<file path="config.mk">
export PLATFORM = sky130hd
export DESIGN_NAME = lsp_qidix_sel
export DESIGN_NICKNAME = d
export VERILOG_FILES = /design/src/hdl/lsp_sched_pkg.sv /design/src/hdl/lsp_qidix_sel.sv
export VERILOG_INCLUDE_DIRS = /design/src /design/src/hdl
export SDC_FILE = /design/constraint.sdc
export NUM_CORES = 1
export LEC_CHECK = 0
export CAP_MARGIN = 20
export CORE_MARGIN = 1
export CORE_UTILIZATION = 68
export CTS_CLUSTER_SIZE = 12
export DETAILED_ROUTE_END_ITERATION = 16
export DONT_BUFFER_PORTS = 1
export PLACE_DENSITY_LB_ADDON = 0.2
export SETUP_SLACK_MARGIN = 0.1
export SLEW_MARGIN = 5
export SYNTH_ARGS = -nofsm -noshare
export SYNTH_HDL_FRONTEND = slang
export SYNTH_SLANG_ARGS = --single-unit
</file>
<file path="constraint.sdc">
create_clock -name clk -period 4.7 [get_ports clk]
set_input_delay 0.705 -clock clk [delete_from_list [all_inputs] [get_ports clk]]
set_output_delay 0.705 -clock clk [all_outputs]
set_load 0.02 [all_outputs]
</file>
<file path="src/hdl/lsp_defines.svh">
//--------------------------------------------------------------------
// sizes are compile-time only and every per-CQ and per-slot vector follows them
// the CQ count and slots per CQ are expected to be powers of two
//--------------------------------------------------------------------
`ifndef LSP_DEFINES_SVH
`define LSP_DEFINES_SVH

// number of load-balanced consumer queues
`define LSP_NUM_LB_CQ 8
// qidix slots owned by each CQ
`define LSP_QID_PER_CQ 4
// entries a CQ can hold before it reports no space
`define LSP_CQ_DEPTH 4

// derived widths, one flat bit per slot across all CQs
`define LSP_NUM_CQ_QID (`LSP_NUM_LB_CQ * `LSP_QID_PER_CQ)
`define LSP_CQ_W $clog2(`LSP_NUM_LB_CQ)
`define LSP_QIDIX_W $clog2(`LSP_QID_PER_CQ)
`define LSP_CNT_W $clog2(`LSP_CQ_DEPTH + 1)

`endif

</file>
<file path="src/hdl/lsp_sched_pkg.sv">
//--------------------------------------------------------------------
// schedule types shared by the selector, slot picker and credit block
//--------------------------------------------------------------------
`include "lsp_defines.svh"

package lsp_sched_pkg;

  //--------------------------------------------------------------------
  // list encoding
  //--------------------------------------------------------------------

  // the encoding also reflects pick priority inside a CQ
  // slist goes first, then the replay list, then non-atomic work
  typedef enum logic [1:0] {
    LIST_SLIST = 2'd0,
    LIST_RLIST = 2'd1,
    LIST_NALB  = 2'd2
  } list_e;

  //--------------------------------------------------------------------
  // per-slot vectors
  //--------------------------------------------------------------------

  // one bit per qidix slot of every CQ, CQ n owns bits n*QID_PER_CQ and up
  // the same layout carries raw valid bits, blast bits and the qualified
  // vectors that the selector hands to the slot picker
  typedef struct packed {
    logic [`LSP_NUM_CQ_QID-1:0] slist;
    logic [`LSP_NUM_CQ_QID-1:0] rlist;
    logic [`LSP_NUM_CQ_QID-1:0] nalb;
  } slot_vec_t;

  //--------------------------------------------------------------------
  // schedule result
  //--------------------------------------------------------------------

  // only meaningful in a cycle where sched_v is high
  typedef struct packed {
    logic [`LSP_CQ_W-1:0]    cq;
    logic [`LSP_QIDIX_W-1:0] qidix;
    list_e                   list;
  } sched_t;

endpackage

</file>
<file path="src/hdl/lsp_qidix_sel.sv">
//--------------------------------------------------------------------
// picks list then lowest qidix of the granted CQ and registers the result
//--------------------------------------------------------------------
`include "lsp_defines.svh"

module lsp_qidix_sel (
  input  logic                      clk,
  input  logic                      rst,
  input  lsp_sched_pkg::slot_vec_t  v_blasted,
  input  logic                      gnt_v,
  input  logic [`LSP_CQ_W-1:0]      gnt_cq,
  output logic                      sched_v,
  output lsp_sched_pkg::sched_t     sched
);

  logic [`LSP_QID_PER_CQ-1:0] sl_slots;
  logic [`LSP_QID_PER_CQ-1:0] rl_slots;
  logic [`LSP_QID_PER_CQ-1:0] nb_slots;
  logic [`LSP_QID_PER_CQ-1:0] pick_slots;
  lsp_sched_pkg::list_e       pick_list;
  logic [`LSP_QIDIX_W-1:0]    pick_qidix;

  // slots of the granted CQ on each list
  assign sl_slots = v_blasted.slist[gnt_cq*`LSP_QID_PER_CQ +: `LSP_QID_PER_CQ];
  assign rl_slots = v_blasted.rlist[gnt_cq*`LSP_QID_PER_CQ +: `LSP_QID_PER_CQ];
  assign nb_slots = v_blasted.nalb[gnt_cq*`LSP_QID_PER_CQ +: `LSP_QID_PER_CQ];

  // fixed list priority, the grant guarantees at least one list has work
  always_comb begin
    if (|sl_slots) begin
      pick_list  = lsp_sched_pkg::LIST_SLIST;
      pick_slots = sl_slots;
    end else if (|rl_slots) begin
      pick_list  = lsp_sched_pkg::LIST_RLIST;
      pick_slots = rl_slots;
    end else begin
      pick_list  = lsp_sched_pkg::LIST_NALB;
      pick_slots = nb_slots;
    end
  end

  // lowest set qidix wins, scanning downward so the last hit is the lowest
  always_comb begin
    pick_qidix = '0;
    for (int i = `LSP_QID_PER_CQ - 1; i >= 0; i--) begin
      if (pick_slots[i]) begin
        pick_qidix = i[`LSP_QIDIX_W-1:0];
      end
    end
  end

  // strobe comes out one cycle after the sampled requests
  always_ff @(posedge clk) begin
    if (rst) begin
      sched_v <= 1'b0;
    end else begin
      sched_v <= gnt_v;
    end
  end

  // result only loads on a grant and is read only while sched_v is high
  always_ff @(posedge clk) begin
    if (gnt_v) begin
      sched <= '{cq: gnt_cq, qidix: pick_qidix, list: pick_list};
    end
  end

endmodule

</file>
==> reports/results.tsv <==
stage	metric	value	unit
synthesis	Simple-Gate Fraction of Synth Area	0.0862	
synthesis	mux contribution to synthesized area	0.534	
synthesis	post-synthesis register bit count	8	
synthesis	leading area contributor after synthesis	mux4_2	
sta	RSZ-0062 raised after global routing	false	
sta	FMAX	426	MHz
synthesis	Post-Synth Adder-Cell Area	0	
sta	Final setup viols	0	
floorplan	Core Box Area	1540	µm²
critical_path	critical path class	in -> reg	
global_routing	largest net degree at the start of global routing	31	
cts	CTS max path bufs	2	
cts	CTS tree	yes	
cts	CTS clk-pin slew, worst paths	50	ps
cts	setup bufs post-CTS	0	
sta	Final Hold Viols	0	
placed_design	Port Buffers	0	
worst_hold_path	Hold Path Class	in -> reg	
global_routing	initial antenna violation count	0	
route	DR vias/cell	8.17	
global_routing	global route overflow	0	
power	Peak supply drop	95.0	µV
route	Routed Antenna Nets	0	
sta	Slew Viols, Final	0	
synthesis	Net Count, Synth	193	
finish	final net count	192	
cts	post-CTS sizing	0	
synthesis	compound-gate portion of the synthesized area	0.124	
global_routing	vias in the first global route	864	
cts	clk sinks	8	
cts	total CTS buffers	3	
synthesis	post-synthesis cell type count	32	
cts	root buffer cell	clkbuf_4	
floorplan	die area	1850	µm²
synthesis	largest family of logic cells by synthesized area	multiplexers	
route	via count	858	
critical_path	CP endpoint kind	flip-flop	
finish	share of cells above drive strength 1	0.258	
route	Routed WL	2.34	mm
cts	cts hold-fix bufs	0	
placed_design	GPL Wtd Cong	0.754	
sta	Final period util	0.499	
finish	antenna fix cells	0	
sta	Max-slew headroom	0.545	
power	combinational power share	0.347	
route	First DRT Iteration DRCs	19	
power	pwr dens	195	nW/µm²
critical_path	Critical Path AT	2440	ps
power	Switch Pwr	0.0594	mW
synthesis	Post-Synth XOR/XNOR Area	0	
global_routing	GRT Resource Usage Total	0.251	
floorplan	IO Count	110	
floorplan	Initial Util	0.744	
sta	Worst-Margin Slew	676	ps
synthesis	syn_area_per_cell	12.6	µm²
cts	htree depth	1	
finish	P&R area growth vs syn	0.218	%
sta	Setup TNS	0	ps
global_routing	global-route wire length before repair	3.44	mm
synthesis	Netlist Area Pre-Place	1150	µm²
critical_path	Req. time, crit path	4800	ps
critical_path	Startpoint Class	input port	
synthesis	top cell type's share of synthesized area	0.275	
synthesis	yosys warns	0	
critical_path	Worst Path Max Fanout	30	
finish	# fillers	108	
run	Max Cap Viol	0	
power	clock share of power	0.237	
placed_design	DP HPWL	1.99	mm
floorplan	Die X	43.1	µm
route	drt drc	0	
synthesis	Seq/Total Area, Yosys	0.201	
route	routed length per placed instance	22.3	µm
floorplan	FP Rows	14	
power	Pint	0.165	mW
power	Switching Fraction	0.265	
route	Pre-Repair DR Iteration Count	6	
floorplan	chip height	43.1	µm
sta	Tmin final	2350	ps
synthesis	Mapped Cells	91	
power	Flop pwr share	0.416	
power	Pleak	0.436	nW
sta	final hold slack	528	ps
synthesis	main area contributors after synthesis	mux4_2 28%, edfxtp_1 18%, mux4_1 11%, mux2i_1 10%, buf_4 2.0%	
outcome	status	complete, no violations	
==> per-layer routing <==
layer | vias to the layer above | track usage | part of all wire
li1 | 390 | - | -
met1 | 400 | 0.286 | 0.35
met2 | 64 | 0.445 | 0.56
met3 | 4 | 0.0340 | 0.077
met4 | 0 | 0.145 | 0.015
met5 | - | 0 | 0
==> cells in the mapped netlist <==
cell       instances
a41o_1             2
a2111oi_2          1
inv_1              5
edfxtp_1           7
buf_4              3
o311a_1            1
mux2_2             2
nor3_1             1
mux4_1             5
buf_2              2
a31oi_1            2
nand4_1            1
o21ai_0            2
nor2b_1            2
mux2i_1           12
a221oi_1           2
mux4_2            14
and4_1             1
o22ai_1            1
a21oi_1            2
o221ai_1           1
and2_1             1
dfxtp_1            1
mux2i_4            1
or3_1              1
nor2_1             5
a21boi_1           1
a22oi_1            1
nand2_1            6
a22o_1             2
buf_6              1
or2_2              2
==> state kept, by name, indices dropped and copies added, names as in the netlist <==
| signal | flops |
|---|---|
| sched | 7 |
| sched_v | 1 |
==> stage by stage <==
stage          area, µm²  worst slack (ps)  power (mW)   util  std cells
2_1_floorplan       1150              2120       0.173      -         91
3_3_place_gp        1120              2190       0.170  0.728        101
3_5_place_dp        1120              2140       0.172  0.728        101
4_1_cts             1150              2400       0.225  0.745        105
5_1_grt             1150              2330       0.234  0.745        105
6_report            1150              2350       0.224  0.745        105
==> power by group through the flow <==
stage	Clock, mW	Combinational, mW	Sequential (mW)
2_1_floorplan	0	0.0789	0.0944
3_3_place_gp	0	0.0750	0.0946
3_5_place_dp	0	0.0769	0.0947
4_1_cts	0.0551	0.0771	0.0933
5_1_grt	0.0569	0.0831	0.0939
6_report	0.0532	0.0776	0.0932
==> final timing paths <==
path                   from  endpoint  slack [ps]  cells after the start
hold / removal          rst   sched_v         530                      1
setup / recovery  gnt_cq[1]  sched[2]        2350                      6
==> kinds of logic (layout without fill, tap and decap cells) <==
family	after synthesis	after routing
multiplexers	34	34
AND/OR/NAND/NOR	20	20
AO/OA/AOI/OAI	18	18
buffers and inverters	11	9
flip-flops	8	8
==> final cells by class <==
type                            count  area, µm²  share of cell area
Multi-Input combinational cell     72        853               0.743
Sequential cell                     8        230               0.200
Clock buffer                        4       26.3              0.0229
Tap cell                           16       20.0              0.0174
Inverter                            5       18.8              0.0163
==> worst max-delay path: stages <==
cell and delay [ps]:
mux4_1 570, mux2i_4 230, nand4_1 150, a2111oi_2 430, o221ai_1 190, a21boi_1 180
==> layout by cell type (no fill, tap or decap) <==
cell type / netlist / layout
o21ai_0: 2 / 2
nor2b_1: 2 / 2
inv_1: 5 / 5
nor3_1: 1 / 1
o22ai_1: 1 / 1
dfxtp_1: 1 / 1
a2111oi_2: 1 / 1
mux2_2: 2 / 2
nand2_1: 6 / 6
mux2i_4: 1 / 1
mux4_1: 5 / 5
clkbuf_1: 0 / 1
clkbuf_4: 0 / 3
and4_1: 1 / 1
a31oi_1: 2 / 2
a21oi_1: 2 / 2
mux4_2: 14 / 14
a41o_1: 2 / 2
o311a_1: 1 / 1
a22oi_1: 1 / 1
o221ai_1: 1 / 1
or3_1: 1 / 1
or2_2: 2 / 2
nor2_1: 5 / 5
a21boi_1: 1 / 1
mux2i_1: 12 / 12
and2_1: 1 / 1
edfxtp_1: 7 / 7
a22o_1: 2 / 2
nand4_1: 1 / 1
a221oi_1: 2 / 2
(Power assumes the default switching activity.)
