--- src/hdl/lsp_defines.svh ---
//--------------------------------------------------------------------
// sizes are compile-time only and every per-CQ and per-slot vector follows them
// the CQ count and slots per CQ are expected to be powers of two
//--------------------------------------------------------------------
`ifndef LSP_DEFINES_SVH
`define LSP_DEFINES_SVH

// number of load-balanced consumer queues
`define LSP_NUM_LB_CQ 8
// qidix slots owned by each CQ
`define LSP_QID_PER_CQ 4
// entries a CQ can hold before it reports no space
`define LSP_CQ_DEPTH 4

// derived widths, one flat bit per slot across all CQs
`define LSP_NUM_CQ_QID (`LSP_NUM_LB_CQ * `LSP_QID_PER_CQ)
`define LSP_CQ_W $clog2(`LSP_NUM_LB_CQ)
`define LSP_QIDIX_W $clog2(`LSP_QID_PER_CQ)
`define LSP_CNT_W $clog2(`LSP_CQ_DEPTH + 1)

`endif

--- src/hdl/lsp_sched_pkg.sv ---
//--------------------------------------------------------------------
// schedule types shared by the selector, slot picker and credit block
//--------------------------------------------------------------------
`include "lsp_defines.svh"

package lsp_sched_pkg;

  //--------------------------------------------------------------------
  // list encoding
  //--------------------------------------------------------------------

  // the encoding also reflects pick priority inside a CQ
  // slist goes first, then the replay list, then non-atomic work
  typedef enum logic [1:0] {
    LIST_SLIST = 2'd0,
    LIST_RLIST = 2'd1,
    LIST_NALB  = 2'd2
  } list_e;

  //--------------------------------------------------------------------
  // per-slot vectors
  //--------------------------------------------------------------------

  // one bit per qidix slot of every CQ, CQ n owns bits n*QID_PER_CQ and up
  // the same layout carries raw valid bits, blast bits and the qualified
  // vectors that the selector hands to the slot picker
  typedef struct packed {
    logic [`LSP_NUM_CQ_QID-1:0] slist;
    logic [`LSP_NUM_CQ_QID-1:0] rlist;
    logic [`LSP_NUM_CQ_QID-1:0] nalb;
  } slot_vec_t;

  //--------------------------------------------------------------------
  // schedule result
  //--------------------------------------------------------------------

  // only meaningful in a cycle where sched_v is high
  typedef struct packed {
    logic [`LSP_CQ_W-1:0]    cq;
    logic [`LSP_QIDIX_W-1:0] qidix;
    list_e                   list;
  } sched_t;

endpackage

--- src/hdl/lsp_cq_credit.sv ---
//--------------------------------------------------------------------
// occupancy saturates at the CQ depth, pops on an empty CQ are dropped
//--------------------------------------------------------------------
`include "lsp_defines.svh"

module lsp_cq_credit (
  input  logic                       clk,
  input  logic                       rst,
  input  logic                       sched_v,
  input  lsp_sched_pkg::sched_t      sched,
  input  logic                       cq_pop,
  input  logic [`LSP_CQ_W-1:0]       pop_cq,
  output logic [`LSP_NUM_LB_CQ-1:0]  cq_has_space,
  output logic [`LSP_NUM_LB_CQ-1:0]  cq_busy_sch
);

  // entries currently held by each CQ
  logic [`LSP_CNT_W-1:0]     occ [`LSP_NUM_LB_CQ];
  // qualified decrement, only for a CQ that holds something
  logic [`LSP_NUM_LB_CQ-1:0] pop_dec;

  //--------------------------------------------------------------------
  // decode of schedule and pop strobes
  //--------------------------------------------------------------------

  // busy_sch doubles as the increment, it marks the CQ of the live schedule
  always_comb begin
    for (int i = 0; i < `LSP_NUM_LB_CQ; i++) begin
      cq_busy_sch[i]  = sched_v && (sched.cq == i);
      pop_dec[i]      = cq_pop && (pop_cq == i) && (occ[i] != '0);
      cq_has_space[i] = (occ[i] < `LSP_CQ_DEPTH);
    end
  end

  //--------------------------------------------------------------------
  // occupancy counters
  //--------------------------------------------------------------------

  // a schedule and a pop on the same CQ cancel out
  // the count never exceeds the depth, the selector stops requesting first
  always_ff @(posedge clk) begin
    if (rst) begin
      for (int i = 0; i < `LSP_NUM_LB_CQ; i++) begin
        occ[i] <= '0;
      end
    end else begin
      for (int i = 0; i < `LSP_NUM_LB_CQ; i++) begin
        if (cq_busy_sch[i] && !pop_dec[i]) begin
          if (cq_has_space[i]) begin
            occ[i] <= occ[i] + 1'b1;
          end
        end else if (pop_dec[i] && !cq_busy_sch[i]) begin
          occ[i] <= occ[i] - 1'b1;
        end
      end
    end
  end

  // a CQ at depth-1 that gets scheduled is still blocked in the strobe cycle
  // by busy_sch, and by the following cycle its count already reads full
  // so the counter and the request mask never race each other

endmodule

--- config.mk ---
export PLATFORM = sky130hd
export DESIGN_NAME = lsp_cq_credit
export DESIGN_NICKNAME = d
export VERILOG_FILES = /design/src/hdl/lsp_sched_pkg.sv /design/src/hdl/lsp_cq_credit.sv
export VERILOG_INCLUDE_DIRS = /design/src /design/src/hdl
export SDC_FILE = /design/constraint.sdc
export NUM_CORES = 1
export LEC_CHECK = 0
export ABC_AREA = 0
export ABC_CLOCK_PERIOD_IN_PS = 2200
export BUFFER_PORTS_ARGS = -buffer_cell sky130_fd_sc_hd__buf_4
export CAP_MARGIN = 5
export CORE_MARGIN = 4
export CORE_UTILIZATION = 24
export CTS_BUF_LIST = sky130_fd_sc_hd__clkbuf_8 sky130_fd_sc_hd__clkbuf_16
export DETAILED_ROUTE_END_ITERATION = 10
export SYNTH_ARGS = -nofsm -noshare
export SYNTH_HDL_FRONTEND = slang
export SYNTH_SLANG_ARGS = --single-unit
--- constraint.sdc ---
create_clock -name clk -period 2.2 [get_ports clk]
set_input_delay 0.33 -clock clk [delete_from_list [all_inputs] [get_ports clk]]
set_output_delay 0.33 -clock clk [all_outputs]
set_load 0.05 [all_outputs]
==> impl_metrics.sql <==
INSERT INTO impl_metrics (metric_group, metric, value, unit) VALUES
('place', 'hpwlAfterDp', '3.60', 'mm'),
('timing', 'finalClockSkew', '9.82', 'ps'),
('yosys', 'ys_seq_elements', '24', ''),
('timing', 'period_minus_slack', '2050', 'ps'),
('detailed_routing', 'met2RoutedLength', '2.17', 'mm'),
('place', 'preCtsSetupSlack', '-123', 'ps'),
('power', 'design_power_total', '0.00113', 'W'),
('worst_setup_path', 'critPathMaxFanout', '6', ''),
('yosys', 'synthesis.yosys.warnings', '0', ''),
('power', 'power_leakage', '0.985', 'nW'),
('worst_setup_path', 'crit_type', 'in2reg', ''),
('final_layout', 'max_reg_flops', '24', ''),
('die', 'floorplan.core_area', '7730', 'um2'),
('final_layout', 'syn_to_final_growth', '30.0', '%'),
('timing', 'min_period_over_period', '0.931', ''),
('cts', 'cts_repair_resize_count', '0', ''),
('final_layout', 'layout.area.seq', '721', 'um2'),
('timing', 'setup-violations-final', '0', ''),
('final_layout', 'top_register', 'occ', ''),
('final_layout', 'num_antenna_cells', '0', ''),
('timing', 'fin_worst_hold_slack', '475', 'ps'),
('global_routing', 'grt_pass1_wl', '7.63', 'mm'),
('global_routing', 'maximum_number_of_pins_on_one_net_before_global_route_repair', '16', ''),
('place', 'port_buffers', '25', ''),
('cts', 'latest_clock_arrival_within_the_worst_skew_pair', '270', 'ps'),
('detailed_routing', 'antenna_violating_nets_post_route', '0', ''),
('yosys', 'yosysUniqueCellTypes', '48', ''),
('final_layout', 'biggestRegsByFlops', 'occ: 24 flops', ''),
('hold_path', 'worst_hold_path_depth', '2', ''),
('yosys', 'synth_async_sr_flop_share', '0', ''),
('detailed_routing', 'met3_wire_length', '247', 'um'),
('final_layout', 'mostFrequentLayoutCells', 'sky130_fd_sc_hd__buf_4 (54), sky130_fd_sc_hd__inv_1 (29), sky130_fd_sc_hd__edfxtp_1 (24)', ''),
('final_layout', 'multiInputGateArea', '1060', 'um2'),
('final_layout', 'finish.net_count', '278', ''),
('detailed_routing', 'drc_errors', '0', ''),
('die', 'start_util', '0.246', ''),
('final_layout', 'layout-drive-gt1-share', '0.265', ''),
('detailed_routing', 'route.layer.met1.wl', '2.10', 'mm'),
('hold_path', 'hold_start', 'rst', ''),
('global_routing', 'grt_remaining_overflow', '0', ''),
('worst_setup_path', 'ff2ff_setup_slack', '250', 'ps'),
('timing', 'fmaxAchievable', '488', 'MHz'),
('hold_path', 'holdCritPathClass', 'in2reg', ''),
('timing', 'timing_max_transition_violations_final', '0', ''),
('cts', 'post_cts_hold_buffer_count', '0', ''),
('yosys', 'ys_flop_type', 'sky130_fd_sc_hd__edfxtp_1', ''),
('cts', 'tritoncts', 'built', ''),
('die', 'die-height', '96.9', 'um'),
('worst_setup_path', 'cell_type_of_the_slowest_stage_on_the_worst_timing_path', 'sky130_fd_sc_hd__or4_1', ''),
('detailed_routing', 'drt-pass1-iter-count', '4', ''),
('detailed_routing', 'via_per_inst', '4.81', ''),
('timing', 'hold_violations_final', '0', ''),
('detailed_routing', 'top_layer_used', 'met4', ''),
('cts', 'cts.repair_timing.setup_buffer_count', '0', ''),
('die', 'die-width', '96.9', 'um'),
('timing', 'timing_worst_slew_pin_value', '406', 'ps'),
('worst_setup_path', 'slowest_delay', '400', 'ps'),
('timing', 'worst_slack', '151', 'ps'),
('worst_setup_path', 'data_required_time_of_the_worst_path', '2310', 'ps'),
('hold_path', 'whs_endpoint', 'occ[1][2]', ''),
('cts', 'cts_inserted_buffers', '3', ''),
('global_routing', 'first_global_vias', '1648', ''),
('yosys', 'instance_count_of_the_mapped_netlist', '203', ''),
('run_status', 'outcome', 'complete, no violations', ''),
('global_routing', 'initial_antenna_violation_count', '0', ''),
('worst_setup_path', 'worstSetupEndpointType', 'register', ''),
('cts', 'htree_levels', '1', ''),
('die', 'fp.dieArea', '9400', 'um2'),
('worst_setup_path', 'cp_cell_sequence', 'buf_4, nand4b_1, or2_1, or3_4, fa_2, or4_1, o211ai_1', ''),
('power', 'power.density_cell_area', '458', 'nW/um2'),
('cts', 'clockRootBuffer', 'sky130_fd_sc_hd__clkbuf_8', '');
[worst register-to-register path: stages, from the launching register on]
cell,delay [ps]
sky130_fd_sc_hd__edfxtp_1,430
sky130_fd_sc_hd__nor3_1,100
sky130_fd_sc_hd__or3_4,380
sky130_fd_sc_hd__fa_2,380
sky130_fd_sc_hd__or4_1,400
sky130_fd_sc_hd__o211ai_1,100
[cell type report]
type	count	area share
Clock inverter	1	0.00152
Multi-Input combinational cell	142	0.430
Tap cell	102	0.0517
Sequential cell	24	0.292
Clock buffer	3	0.0167
Inverter	29	0.0441
Timing Repair Buffer	54	0.164
[synth_stat cells, types with 2 or more instances]
cell type | number | share of area
sky130_fd_sc_hd__edfxtp_1 | 24 | 0.38
sky130_fd_sc_hd__nand2_1 | 14 | 0.028
sky130_fd_sc_hd__nand3_1 | 9 | 0.024
sky130_fd_sc_hd__a31oi_1 | 2 | 0.0066
sky130_fd_sc_hd__fa_1 | 7 | 0.074
sky130_fd_sc_hd__xnor2_1 | 2 | 0.0092
sky130_fd_sc_hd__nand4_1 | 5 | 0.016
sky130_fd_sc_hd__clkbuf_1 | 6 | 0.012
sky130_fd_sc_hd__mux2i_1 | 3 | 0.016
sky130_fd_sc_hd__o21ai_0 | 5 | 0.013
sky130_fd_sc_hd__nand4b_1 | 3 | 0.014
sky130_fd_sc_hd__nor3_1 | 10 | 0.026
sky130_fd_sc_hd__o211ai_1 | 8 | 0.032
sky130_fd_sc_hd__a21oi_1 | 9 | 0.024
sky130_fd_sc_hd__inv_1 | 29 | 0.057
sky130_fd_sc_hd__o211a_1 | 2 | 0.011
sky130_fd_sc_hd__ha_1 | 3 | 0.020
sky130_fd_sc_hd__nand4bb_1 | 3 | 0.018
sky130_fd_sc_hd__or4_1 | 2 | 0.0079
sky130_fd_sc_hd__a32oi_1 | 4 | 0.018
sky130_fd_sc_hd__nand2b_1 | 2 | 0.0066
sky130_fd_sc_hd__and4bb_2 | 3 | 0.020
sky130_fd_sc_hd__and4b_1 | 2 | 0.011
sky130_fd_sc_hd__nor2_1 | 18 | 0.036
sky130_fd_sc_hd__a211oi_1 | 5 | 0.020
[stage by stage]
stage	TNS, ps	util	instance area (um2)	instances
3_5_place_dp	-334	0.313	2420	351
4_1_cts	0	0.319	2470	355
6_report	0	0.319	2470	355
3_3_place_gp	-246	0.313	2420	351
2_1_floorplan	-16.2	-	1920	203
5_1_grt	0	0.319	2470	355
[per-layer routing]
metal  vias up  track usage
li1        854            -
met1       817        0.127
met2        32        0.162
met3         4       0.0245
met4         0       0.0140
met5         -            0
[worst max path at each step]
stage / endpoint / from / cells past startpoint
finish: occ[1][8] / pop_cq[0] / 7
global route: occ[0][2] / pop_cq[0] / 9
CTS: occ[0][2] / pop_cq[0] / 9
detailed placement: occ[1][8] / pop_cq[0] / 7
global placement: occ[0][2] / pop_cq[0] / 9
floorplan: occ[0][2] / pop_cq[1] / 8
[report_power, final]
| part | switching, W | leakage, nW | internal [W] |
|---|---|---|---|
| Combinational | 0.000178 | 0.713 | 0.000115 |
| Clock | 0.000144 | 0.0231 | 0.000125 |
| Sequential | 0.0000278 | 0.249 | 0.000539 |
[logic make-up after synthesis]
family / synth area share
DFF: 0.380
AOI/OAI and AO/OA: 0.173
and+or+nand+nor: 0.251
buffers and inverters: 0.0738
xor gates and xnor gates: 0.0138
muxes: 0.0158
adders and majority gates: 0.0936
Note: power is estimated with default switching activity, not from simulation.
