===== src/hdl/lsp_defines.svh =====
//--------------------------------------------------------------------
// sizes are compile-time only and every per-CQ and per-slot vector follows them
// the CQ count and slots per CQ are expected to be powers of two
//--------------------------------------------------------------------
`ifndef LSP_DEFINES_SVH
`define LSP_DEFINES_SVH

// number of load-balanced consumer queues
`define LSP_NUM_LB_CQ 8
// qidix slots owned by each CQ
`define LSP_QID_PER_CQ 4
// entries a CQ can hold before it reports no space
`define LSP_CQ_DEPTH 4

// derived widths, one flat bit per slot across all CQs
`define LSP_NUM_CQ_QID (`LSP_NUM_LB_CQ * `LSP_QID_PER_CQ)
`define LSP_CQ_W $clog2(`LSP_NUM_LB_CQ)
`define LSP_QIDIX_W $clog2(`LSP_QID_PER_CQ)
`define LSP_CNT_W $clog2(`LSP_CQ_DEPTH + 1)

`endif


===== src/hdl/lsp_cfg_pkg.sv =====
//--------------------------------------------------------------------
// configuration fields are static levels with no register interface
//--------------------------------------------------------------------
`include "lsp_defines.svh"

package lsp_cfg_pkg;

  //--------------------------------------------------------------------
  // slist blast handling
  //--------------------------------------------------------------------

  // in slot mode only the qidix whose blast bit is set is held back
  // in CQ mode any slist blast bit in a CQ holds back every slist slot of
  // that CQ, so a lower priority atomic qid cannot overtake a blasted one
  typedef enum logic {
    SLIST_BLAST_SLOT = 1'b0,
    SLIST_BLAST_CQ   = 1'b1
  } slist_mode_e;

  //--------------------------------------------------------------------
  // control word
  //--------------------------------------------------------------------

  // one mode bit followed by the per-CQ load-balance disable vector
  // a disabled CQ still reports its work but never raises a request
  typedef struct packed {
    slist_mode_e               slist_mode;
    logic [`LSP_NUM_LB_CQ-1:0] cq_ldb_disable;
  } lsp_cfg_t;

  // bit 8 holds the mode and bits 7:0 the disables
  // the struct is meant to be driven as one 9-bit level

endpackage


===== src/hdl/lsp_sched_pkg.sv =====
//--------------------------------------------------------------------
// schedule types shared by the selector, slot picker and credit block
//--------------------------------------------------------------------
`include "lsp_defines.svh"

package lsp_sched_pkg;

  //--------------------------------------------------------------------
  // list encoding
  //--------------------------------------------------------------------

  // the encoding also reflects pick priority inside a CQ
  // slist goes first, then the replay list, then non-atomic work
  typedef enum logic [1:0] {
    LIST_SLIST = 2'd0,
    LIST_RLIST = 2'd1,
    LIST_NALB  = 2'd2
  } list_e;

  //--------------------------------------------------------------------
  // per-slot vectors
  //--------------------------------------------------------------------

  // one bit per qidix slot of every CQ, CQ n owns bits n*QID_PER_CQ and up
  // the same layout carries raw valid bits, blast bits and the qualified
  // vectors that the selector hands to the slot picker
  typedef struct packed {
    logic [`LSP_NUM_CQ_QID-1:0] slist;
    logic [`LSP_NUM_CQ_QID-1:0] rlist;
    logic [`LSP_NUM_CQ_QID-1:0] nalb;
  } slot_vec_t;

  //--------------------------------------------------------------------
  // schedule result
  //--------------------------------------------------------------------

  // only meaningful in a cycle where sched_v is high
  typedef struct packed {
    logic [`LSP_CQ_W-1:0]    cq;
    logic [`LSP_QIDIX_W-1:0] qidix;
    list_e                   list;
  } sched_t;

endpackage


===== src/hdl/lsp_cq_sel.sv =====
//--------------------------------------------------------------------
// purely combinational, requests depend on the credit state of the same cycle
//--------------------------------------------------------------------
`include "lsp_defines.svh"

module lsp_cq_sel (
  input  lsp_cfg_pkg::lsp_cfg_t       cfg,
  input  lsp_sched_pkg::slot_vec_t    valid,
  input  lsp_sched_pkg::slot_vec_t    blast,
  input  logic [`LSP_NUM_CQ_QID-1:0]  cmpblast,
  input  logic [`LSP_NUM_CQ_QID-1:0]  atm_if_v,
  input  logic [`LSP_NUM_LB_CQ-1:0]   cq_has_space,
  input  logic [`LSP_NUM_LB_CQ-1:0]   cq_busy_sch,
  input  logic [`LSP_NUM_LB_CQ-1:0]   cq_ow,
  output lsp_sched_pkg::slot_vec_t    v_blasted,
  output logic [`LSP_NUM_LB_CQ-1:0]   any_has_work,
  output logic [`LSP_NUM_LB_CQ-1:0]   cq_arb_reqs
);

  // effective slist blast after the mode has been applied
  logic [`LSP_NUM_CQ_QID-1:0] slist_blk;
  logic [`LSP_NUM_LB_CQ-1:0]  slist_has_work;
  logic [`LSP_NUM_LB_CQ-1:0]  rlist_has_work;
  logic [`LSP_NUM_LB_CQ-1:0]  nalb_has_work;

  //--------------------------------------------------------------------
  // per-slot qualification
  //--------------------------------------------------------------------

  // in CQ mode the blast bits of a CQ are ORed and spread back over all its slots
  always_comb begin
    for (int i = 0; i < `LSP_NUM_LB_CQ; i++) begin
      if (cfg.slist_mode == lsp_cfg_pkg::SLIST_BLAST_CQ) begin
        slist_blk[i*`LSP_QID_PER_CQ +: `LSP_QID_PER_CQ] =
          {`LSP_QID_PER_CQ{|blast.slist[i*`LSP_QID_PER_CQ +: `LSP_QID_PER_CQ]}};
      end else begin
        slist_blk[i*`LSP_QID_PER_CQ +: `LSP_QID_PER_CQ] =
          blast.slist[i*`LSP_QID_PER_CQ +: `LSP_QID_PER_CQ];
      end
    end
  end

  // atomic lists need the inflight qualifier, replay also waits on completion blast
  assign v_blasted.slist = valid.slist & atm_if_v & ~slist_blk;
  assign v_blasted.rlist = valid.rlist & atm_if_v & ~blast.rlist & ~cmpblast;
  assign v_blasted.nalb  = valid.nalb & ~blast.nalb;

  //--------------------------------------------------------------------
  // per-CQ reduction and requests
  //--------------------------------------------------------------------

  // a CQ has work on a list if any of its slots survived qualification
  always_comb begin
    for (int i = 0; i < `LSP_NUM_LB_CQ; i++) begin
      slist_has_work[i] = |v_blasted.slist[i*`LSP_QID_PER_CQ +: `LSP_QID_PER_CQ];
      rlist_has_work[i] = |v_blasted.rlist[i*`LSP_QID_PER_CQ +: `LSP_QID_PER_CQ];
      nalb_has_work[i]  = |v_blasted.nalb[i*`LSP_QID_PER_CQ +: `LSP_QID_PER_CQ];
    end
  end

  assign any_has_work = slist_has_work | rlist_has_work | nalb_has_work;

  // space is shared by all lists, so a full or blocked CQ drops every request
  assign cq_arb_reqs = any_has_work & cq_has_space & ~cq_busy_sch & ~cq_ow
                       & ~cfg.cq_ldb_disable;

endmodule


===== config.mk =====
export PLATFORM = sky130hd
export DESIGN_NAME = lsp_cq_sel
export DESIGN_NICKNAME = d
export VERILOG_FILES = /design/src/hdl/lsp_cfg_pkg.sv /design/src/hdl/lsp_sched_pkg.sv /design/src/hdl/lsp_cq_sel.sv
export VERILOG_INCLUDE_DIRS = /design/src /design/src/hdl
export SDC_FILE = /design/constraint.sdc
export NUM_CORES = 1
export LEC_CHECK = 0
export BUFFER_PORTS_ARGS = -buffer_cell sky130_fd_sc_hd__buf_2
export CAP_MARGIN = 10
export CORE_AREA = 10 10 148 150
export DETAILED_ROUTE_END_ITERATION = 10
export DIE_AREA = 0 0 158 160
export PLACE_DENSITY_LB_ADDON = 0.05
export SYNTH_ARGS = -nofsm -noshare
export SYNTH_HDL_FRONTEND = slang
export SYNTH_SLANG_ARGS = --single-unit

===== constraint.sdc =====
create_clock -name vclk -period 2.8
set_input_delay 0.56 -clock vclk [all_inputs]
set_output_delay 0.56 -clock vclk [all_outputs]
set_load 0.005 [all_outputs]

==> impl_metrics.json, run 1 <==
{
  "crit_path_frequent_cell": "buf_2",
  "critPathMaxFanout": 5,
  "die_h_um": 160,
  "drive_gt1_share_pct": 63.1,
  "syn-num-nets": 541,
  "post_cts_resized": 0,
  "hold_viol_final": 0,
  "ys_warn_count": 0,
  "netlist.area_leader.share_pct": 16.9,
  "drtIter0Drc": 123,
  "synth.distinct_cells": 13,
  "routabilityCongestion": 0.788,
  "syn-instance-count": 252,
  "nFillCells": 2254,
  "nClkBuffers": 0,
  "fin_tns_setup_ps": 0,
  "antenna_found_initial": 3,
  "die-area_um2": 25300,
  "track_usage_pct": 11.8,
  "fin_crit_sh_pct": 81.8,
  "ys_seq_area_share_pct": 0,
  "coreArea_um2": 19100,
  "rsz0062_at_grt": "no",
  "cp_slowest_cell": "o41a_1",
  "netlist_top_cells_area": "o211ai_1 17%, nor2b_1 14%, nor3_1 11%",
  "rows": 51,
  "num_io_pins": 401,
  "grt_overflow": 0,
  "final_cells": 891,
  "status": "finished, final reports clean",
  "viasPerCell": 3.89,
  "slew_headroom_pct": 69.3,
  "placedCellCount": 889,
  "tightest_slew_ps": 456,
  "path_cells": "buf_2 -> o41a_1 -> a41o_1 -> a31oi_1 -> buf_2",
  "grt_pass1_vias": 4004,
  "peakVddDrop_mv": 0.0305,
  "fin_util_pct": 19.5,
  "vias": 3464,
  "seq_cell_count": 0,
  "final_max_slew_viol_count": 0,
  "crit_required_ps": 2240,
  "wl_per_cell_um": 18.8,
  "maxCapViolations": 0,
  "die_x_um": 158,
  "avgSynthCellArea_um2": 5.64,
  "worst-path-buf-inv": 2,
  "p_leak_nw": 2.25,
  "portBuffers": 401,
  "finalWirelength_mm": 16.7,
  "cpPeakStageDelay_ps": 490,
  "synth_top_area_cell": "o211ai_1",
  "grt_max_degree": 21,
  "firstDrtPassIters": 6,
  "hold_class": "in2out",
  "power_density_nw_per_um2": 124,
  "fin_nets": 942,
  "max_freq_mhz": 437,
  "cp-start-kind": "input port",
  "post-route-drc-count": 0,
  "crit_path_end_kind": "output port",
  "initial_core_util_pct": 7.45,
  "setup_viol": 0,
  "seqCellArea_um2": 0,
  "hpwlAfterDp_mm": 16.0,
  "min_period_ps": 2290,
  "path_delay_family": "compound AO/OA/AOI/OAI gates",
  "syn_area_um2": 1420,
  "area_growth_pct": 162,
  "worstPathArrival_ps": 1730,
  "grt_pass1_wl_mm": 23.5,
  "crit_type": "in2out",
  "postRouteAntennaNets": 0,
  "post_cts_buffers": 0,
  "cts_hold_buffers": 0
}
-- where the power goes --
part | switching [mW] | internal (mW)
Sequential | 0 | 0
Clock | 0 | 0.0000000956
Combinational | 0.209 | 0.252
Total | 0.209 | 0.252
-- tightest hold or removal path: stages --
cell     delay, ps
buf_2           70
nor2b_1         40
buf_2          120
-- placed cells by master (no fill, tap or decap) --
| cell type | count |
|---|---|
| nor2b_1 | 32 |
| o211ai_1 | 32 |
| a31oi_1 | 8 |
| nor3_1 | 32 |
| nand3_1 | 8 |
| a41o_1 | 8 |
| nor2_1 | 32 |
| nand2_1 | 32 |
| o41a_1 | 8 |
| inv_1 | 32 |
| buf_4 | 2 |
| buf_2 | 401 |
| or4b_2 | 8 |
| diode_2 | 2 |
| nor4_1 | 16 |
-- cells by family (layout without fill, tap and decap cells) --
kind of cell / Yosys count / count (layout) / synth area share (%)
simple gates: 160 / 160 / 57.7
other cells: 0 / 2 / 0
buf+inv: 36 / 435 / 9.86
compound gates: 56 / 56 / 32.4
-- final cells by class --
| class | instances | area (um^2) | area share [%] |
|---|---|---|---|
| well taps | 238 | 298 | 7.99 |
| repair buffers | 403 | 2020 | 54.3 |
| diodes | 2 | 5.00 | 0.134 |
| inverters | 32 | 120 | 3.22 |
| multi-input cells | 216 | 1280 | 34.4 |
-- per-stage QoR --
stage	power (mW)	area [um^2]	hold WS (ps)	worst slack (ps)
6_report	0.460	3730	1350	511
5_1_grt	0.519	3720	1370	432
4_1_cts	0.473	3720	1360	501
3_5_place_dp	0.470	3720	1350	514
3_3_place_gp	0.471	3720	1350	517
2_1_floorplan	0.147	1420	1160	811
-- worst paths after layout --
kind      start              to  slack (ps)  cells past startpoint
min   blast[15]   v_blasted[15]        1350                      3
max   blast[81]  cq_arb_reqs[4]         510                      5
-- per-layer routing --
metal / vias up / GRT usage (%) / wire, um
met1: 1472 / 10.4 / 5320
met2: 237 / 24.7 / 9220
met3: 6 / 4.62 / 2100
met5: - / 0 / 13
li1: 1747 / - / -
met4: 2 / 0.632 / 59
(Power assumes the default switching activity.)
==> inputs of run 2 (changes only) <==
--- a/config.mk
+++ b/config.mk
@@ -8,9 +8,9 @@
 export LEC_CHECK = 0
 export BUFFER_PORTS_ARGS = -buffer_cell sky130_fd_sc_hd__buf_2
 export CAP_MARGIN = 10
-export CORE_AREA = 10 10 148 150
+export CORE_AREA = 10 10 146 148
 export DETAILED_ROUTE_END_ITERATION = 10
-export DIE_AREA = 0 0 158 160
+export DIE_AREA = 0 0 156 158
 export PLACE_DENSITY_LB_ADDON = 0.05
 export SYNTH_ARGS = -nofsm -noshare
 export SYNTH_HDL_FRONTEND = slang
==> constraint.sdc (replaced) <==
create_clock -name vclk -period 1.93
set_input_delay 0.386 -clock vclk [all_inputs]
set_output_delay 0.386 -clock vclk [all_outputs]
set_load 0.005 [all_outputs]
==> run 2 against run 1 <==
Against the previous run:
- via count increased by 0.46%
- design area increased by 2.9%
- combinational power increased by 51%
- critical path depth unchanged
- non-clock buffer count increased by 11
- core utilization increased by 1.2 points
- power increased by 50%
- global-route usage decreased by 0.54 points
==> impl_metrics.json, run 2 (synthesized netlist as in run 1, its figures left out) <==
{
  "status": "finished, final reports clean",
  "post-route-drc-count": 0,
  "nFillCells": 2193,
  "crit_end": "cq_arb_reqs[3]",
  "hold_viol_final": 0,
  "fin_tns_setup_ps": 0,
  "finalWirelength_mm": 16.0,
  "grt_overflow": 0,
  "path_cells": "buf_2 -> o41a_1 -> a41o_1 -> a31oi_2 -> buf_2",
  "vias": 3480,
  "die-area_um2": 24600,
  "crit_type": "in2out",
  "p_leak_nw": 2.31,
  "rows": 50,
  "power_density_nw_per_um2": 181,
  "slew_headroom_pct": 68.7,
  "track_usage_pct": 11.2,
  "firstDrtPassIters": 4,
  "seqCellArea_um2": 0,
  "layout_commonest_cell": "buf_2",
  "cpPeakStageDelay_ps": 420,
  "min_period_ps": 1880,
  "postRouteAntennaNets": 0,
  "viasPerCell": 3.88,
  "grt_max_degree": 24,
  "post_cts_buffers": 0,
  "num_io_pins": 401,
  "fin_nets": 953,
  "seq_cell_count": 0,
  "max_freq_mhz": 532,
  "portBuffers": 401,
  "wl_per_cell_um": 17.8,
  "antenna_found_initial": 0,
  "fin_util_pct": 20.8,
  "grt_pass1_wl_mm": 22.1,
  "tightest_slew_ps": 465,
  "crit_path_end_kind": "output port",
  "fin_hold_ws_ps": 1000,
  "startpoint": "blast[77]",
  "drive_gt1_share_pct": 63.9,
  "crit_cells": 5,
  "hpwlAfterDp_mm": 15.3,
  "fin_crit_sh_pct": 97.4,
  "maxCapViolations": 0,
  "worstPathArrival_ps": 1490,
  "final_max_slew_viol_count": 0,
  "drtIter0Drc": 116,
  "initial_core_util_pct": 7.70,
  "area_growth_pct": 170,
  "critPathMaxFanout": 2,
  "cp-start-kind": "input port",
  "routabilityCongestion": 0.794,
  "hold_class": "in2out",
  "grt_pass1_vias": 3752,
  "crit_required_ps": 1540,
  "path_delay_family": "compound AO/OA/AOI/OAI gates",
  "worst-path-buf-inv": 2,
  "rsz0062_at_grt": "no",
  "cp_slowest_cell": "o41a_1",
  "peakVddDrop_mv": 0.0572,
  "coreArea_um2": 18500,
  "setup_viol": 0,
  "die_x_um": 156,
  "die_h_um": 158,
  "nClkBuffers": 0,
  "crit_path_frequent_cell": "buf_2"
}
[run 2: changes by cell type in the layout (fill, tap and decap cells not counted), sizes merged]
cell   change
diode      -1
buf       +11
[run 2: timing repair]
item | 4_1_cts | 5_1_grt
hold buffers | 0 | 0
endpoints found under the setup margin | 0 | 4
endpoints found under the hold margin | 0 | 0
gates resized for setup | 0 | 1
[run 2: worst min-delay path by stage]
stage	start	to	cells after the start	slack (ps)
floorplan	blast[11]	v_blasted[11]	1	810
global placement	blast[21]	v_blasted[21]	3	1010
detailed placement	blast[21]	v_blasted[21]	3	1010
CTS	blast[5]	v_blasted[5]	3	1010
global route	blast[21]	v_blasted[21]	3	1020
finish	blast[30]	v_blasted[30]	3	1000
[run 2: through the flow]
step	setup WS, ps	cell area [um^2]	instances	total power, mW
floorplan	289	1420	252	0.214
global placement	45.7	3820	896	0.707
detailed placement	29.9	3820	896	0.704
CTS	35.5	3820	896	0.708
global route	3.07	3830	896	0.775
finish	49.3	3830	897	0.693
[run 2: metal layers]
| metal | part of all wire, % | up-vias | global-route usage (%) |
|---|---|---|---|
| li1 | - | 1767 | - |
| met1 | 32 | 1519 | 10.4 |
| met2 | 57 | 192 | 23.8 |
| met3 | 11 | 2 | 3.74 |
| met4 | 0.18 | 0 | 0.450 |
| met5 | 0 | - | 0 |
[run 2: report_power, final]
group          switching, mW    total [mW]  internal (mW)  leakage (nW)
Clock                      0  0.0000000695   0.0000000695    0.00000634
Combinational          0.305         0.693          0.387          2.31
Sequential                 0             0              0             0
Total                  0.305         0.693          0.387          2.31
[run 2: final cells by class]
type / instances / area (um^2) / share of cell area, %
repair buffers: 414 / 2130 / 55.6
multi-input cells: 216 / 1290 / 33.6
well taps: 234 / 293 / 7.64
inverters: 32 / 120 / 3.13
diodes: 1 / 2.50 / 0.0653
==> inputs of run 3 (changes only) <==
==> constraint.sdc (replaced) <==
create_clock -name vclk -period 1.93
set_input_delay 0.2895 -clock vclk [all_inputs]
set_output_delay 0.2895 -clock vclk [all_outputs]
set_load 0.005 [all_outputs]
==> run 3 against run 2 <==
Against the previous run:
- design area shrank 2.4%
- count of clock-buffer cells in the layout unchanged
- sequential share of layout area stayed put
- fmax up 6.2%
- worst hold slack lost 190 ps
- largest power group unchanged
- highest routed layer is now met3
==> impl_metrics.json, run 3 (synthesized netlist as in run 1, its figures left out) <==
{
  "seqCellArea_um2": 0,
  "nFillCells": 2192,
  "hold_class": "in2out",
  "fin_crit_sh_pct": 91.8,
  "crit_type": "in2out",
  "drtIter0Drc": 75,
  "seqPwrFrac_pct": 0,
  "routabilityCongestion": 0.818,
  "p_sw_uw": 298,
  "cp-start-kind": "input port",
  "placed_area_um2": 3740,
  "post_cts_resized": 0,
  "sw_frac_of_total_pct": 44.7,
  "postRouteAntennaNets": 0,
  "antenna_found_initial": 1,
  "grt_max_degree": 41,
  "maxCapViolations": 0,
  "grt_overflow": 0,
  "coreArea_um2": 18500,
  "fin_tns_setup_ps": 0,
  "die-area_um2": 24600,
  "placedCellCount": 886,
  "slew_headroom_pct": 62.0,
  "p_clk_share_pct": 0,
  "track_usage_pct": 11.1,
  "die_h_um": 158,
  "vias": 3434,
  "layout_commonest_cell": "buf_2",
  "min_period_ps": 1770,
  "crit_path_end_kind": "output port",
  "whs_endpoint": "v_blasted[7]",
  "p_leak_nw": 2.26,
  "grt_pass1_vias": 3616,
  "crit_required_ps": 1640,
  "grt_pass1_wl_mm": 21.6,
  "combPwrFrac_pct": 100.0,
  "peakVddDrop_mv": 0.0545,
  "area_growth_pct": 163,
  "status": "finished, final reports clean",
  "seq_cell_count": 0,
  "max_freq_mhz": 565,
  "setup_viol": 0,
  "drive_gt1_share_pct": 63.2,
  "post_cts_buffers": 0,
  "min-delay-start": "blast[7]",
  "intPower_uw": 370,
  "power_density_nw_per_um2": 179,
  "hpwlAfterDp_mm": 15.2,
  "final_cells": 887,
  "tightest_slew_ps": 565,
  "portBuffers": 401,
  "nClkBuffers": 0,
  "post-route-drc-count": 0,
  "rsz0062_at_grt": "no",
  "num_io_pins": 401,
  "die_x_um": 156,
  "cts_hold_buffers": 0,
  "worstPathArrival_ps": 1480,
  "rows": 50,
  "initial_core_util_pct": 7.70,
  "firstDrtPassIters": 4,
  "hold_viol_final": 0,
  "finalWirelength_mm": 15.9,
  "hold-path-cell-count": 3,
  "critPathMaxFanout": 2,
  "viasPerCell": 3.87,
  "wl_per_cell_um": 17.9,
  "final_max_slew_viol_count": 0,
  "fin_nets": 943,
  "final_cell_area_um2": 3740
}
## run 3: cell types whose count changed in the layout (fill, tap and decap cells not counted), sizes merged
cell,before,now
buf,414,404
## run 3: final cells by class
| cell class | instances | area [um^2] | area share (%) |
|---|---|---|---|
| timing repair buffer | 404 | 2040 | 54.6 |
| multi-input combinational | 216 | 1280 | 34.3 |
| tap | 234 | 293 | 7.83 |
| inverter | 32 | 120 | 3.21 |
| antenna | 1 | 2.50 | 0.0669 |
## run 3: routing by layer
layer	track usage [%]	share of wire (%)
met2	23.6	57
met5	0	0
met3	3.93	11
met1	10.1	32
met4	0.270	0
## run 3: critical path, cell delays in order
cell and delay (ps):
buf_2 90, nor2b_1 120, nor4_1 530, buf_4 210
nand3_1 70, buf_2 160
## run 3: how the worst max path moves through the flow
stage	start	end	cells after the start
detailed placement	valid[0]	any_has_work[0]	6
finish	valid[0]	any_has_work[0]	6
CTS	valid[0]	any_has_work[0]	6
global placement	valid[0]	any_has_work[0]	6
global route	valid[0]	any_has_work[0]	6
floorplan	blast[65]	cq_arb_reqs[0]	3
## run 3: metrics by stage
step	worst slack [ps]	total power, mW	hold slack, ps	utilization (%)
after floorplan	482	0.214	616	-
after global placement	49.2	0.684	812	20.2
after detailed placement	90.1	0.682	813	20.2
after CTS	85.4	0.685	814	20.2
after global routing	97.5	0.746	826	20.3
final	159	0.668	813	20.3
## run 3: power groups by stage
stage	clock network (mW)	registers, mW	logic, mW
6_report	0.0000000694	0	0.668
5_1_grt	0.0000000694	0	0.746
4_1_cts	0	0	0.685
3_5_place_dp	0	0	0.682
3_3_place_gp	0	0	0.684
2_1_floorplan	0	0	0.214
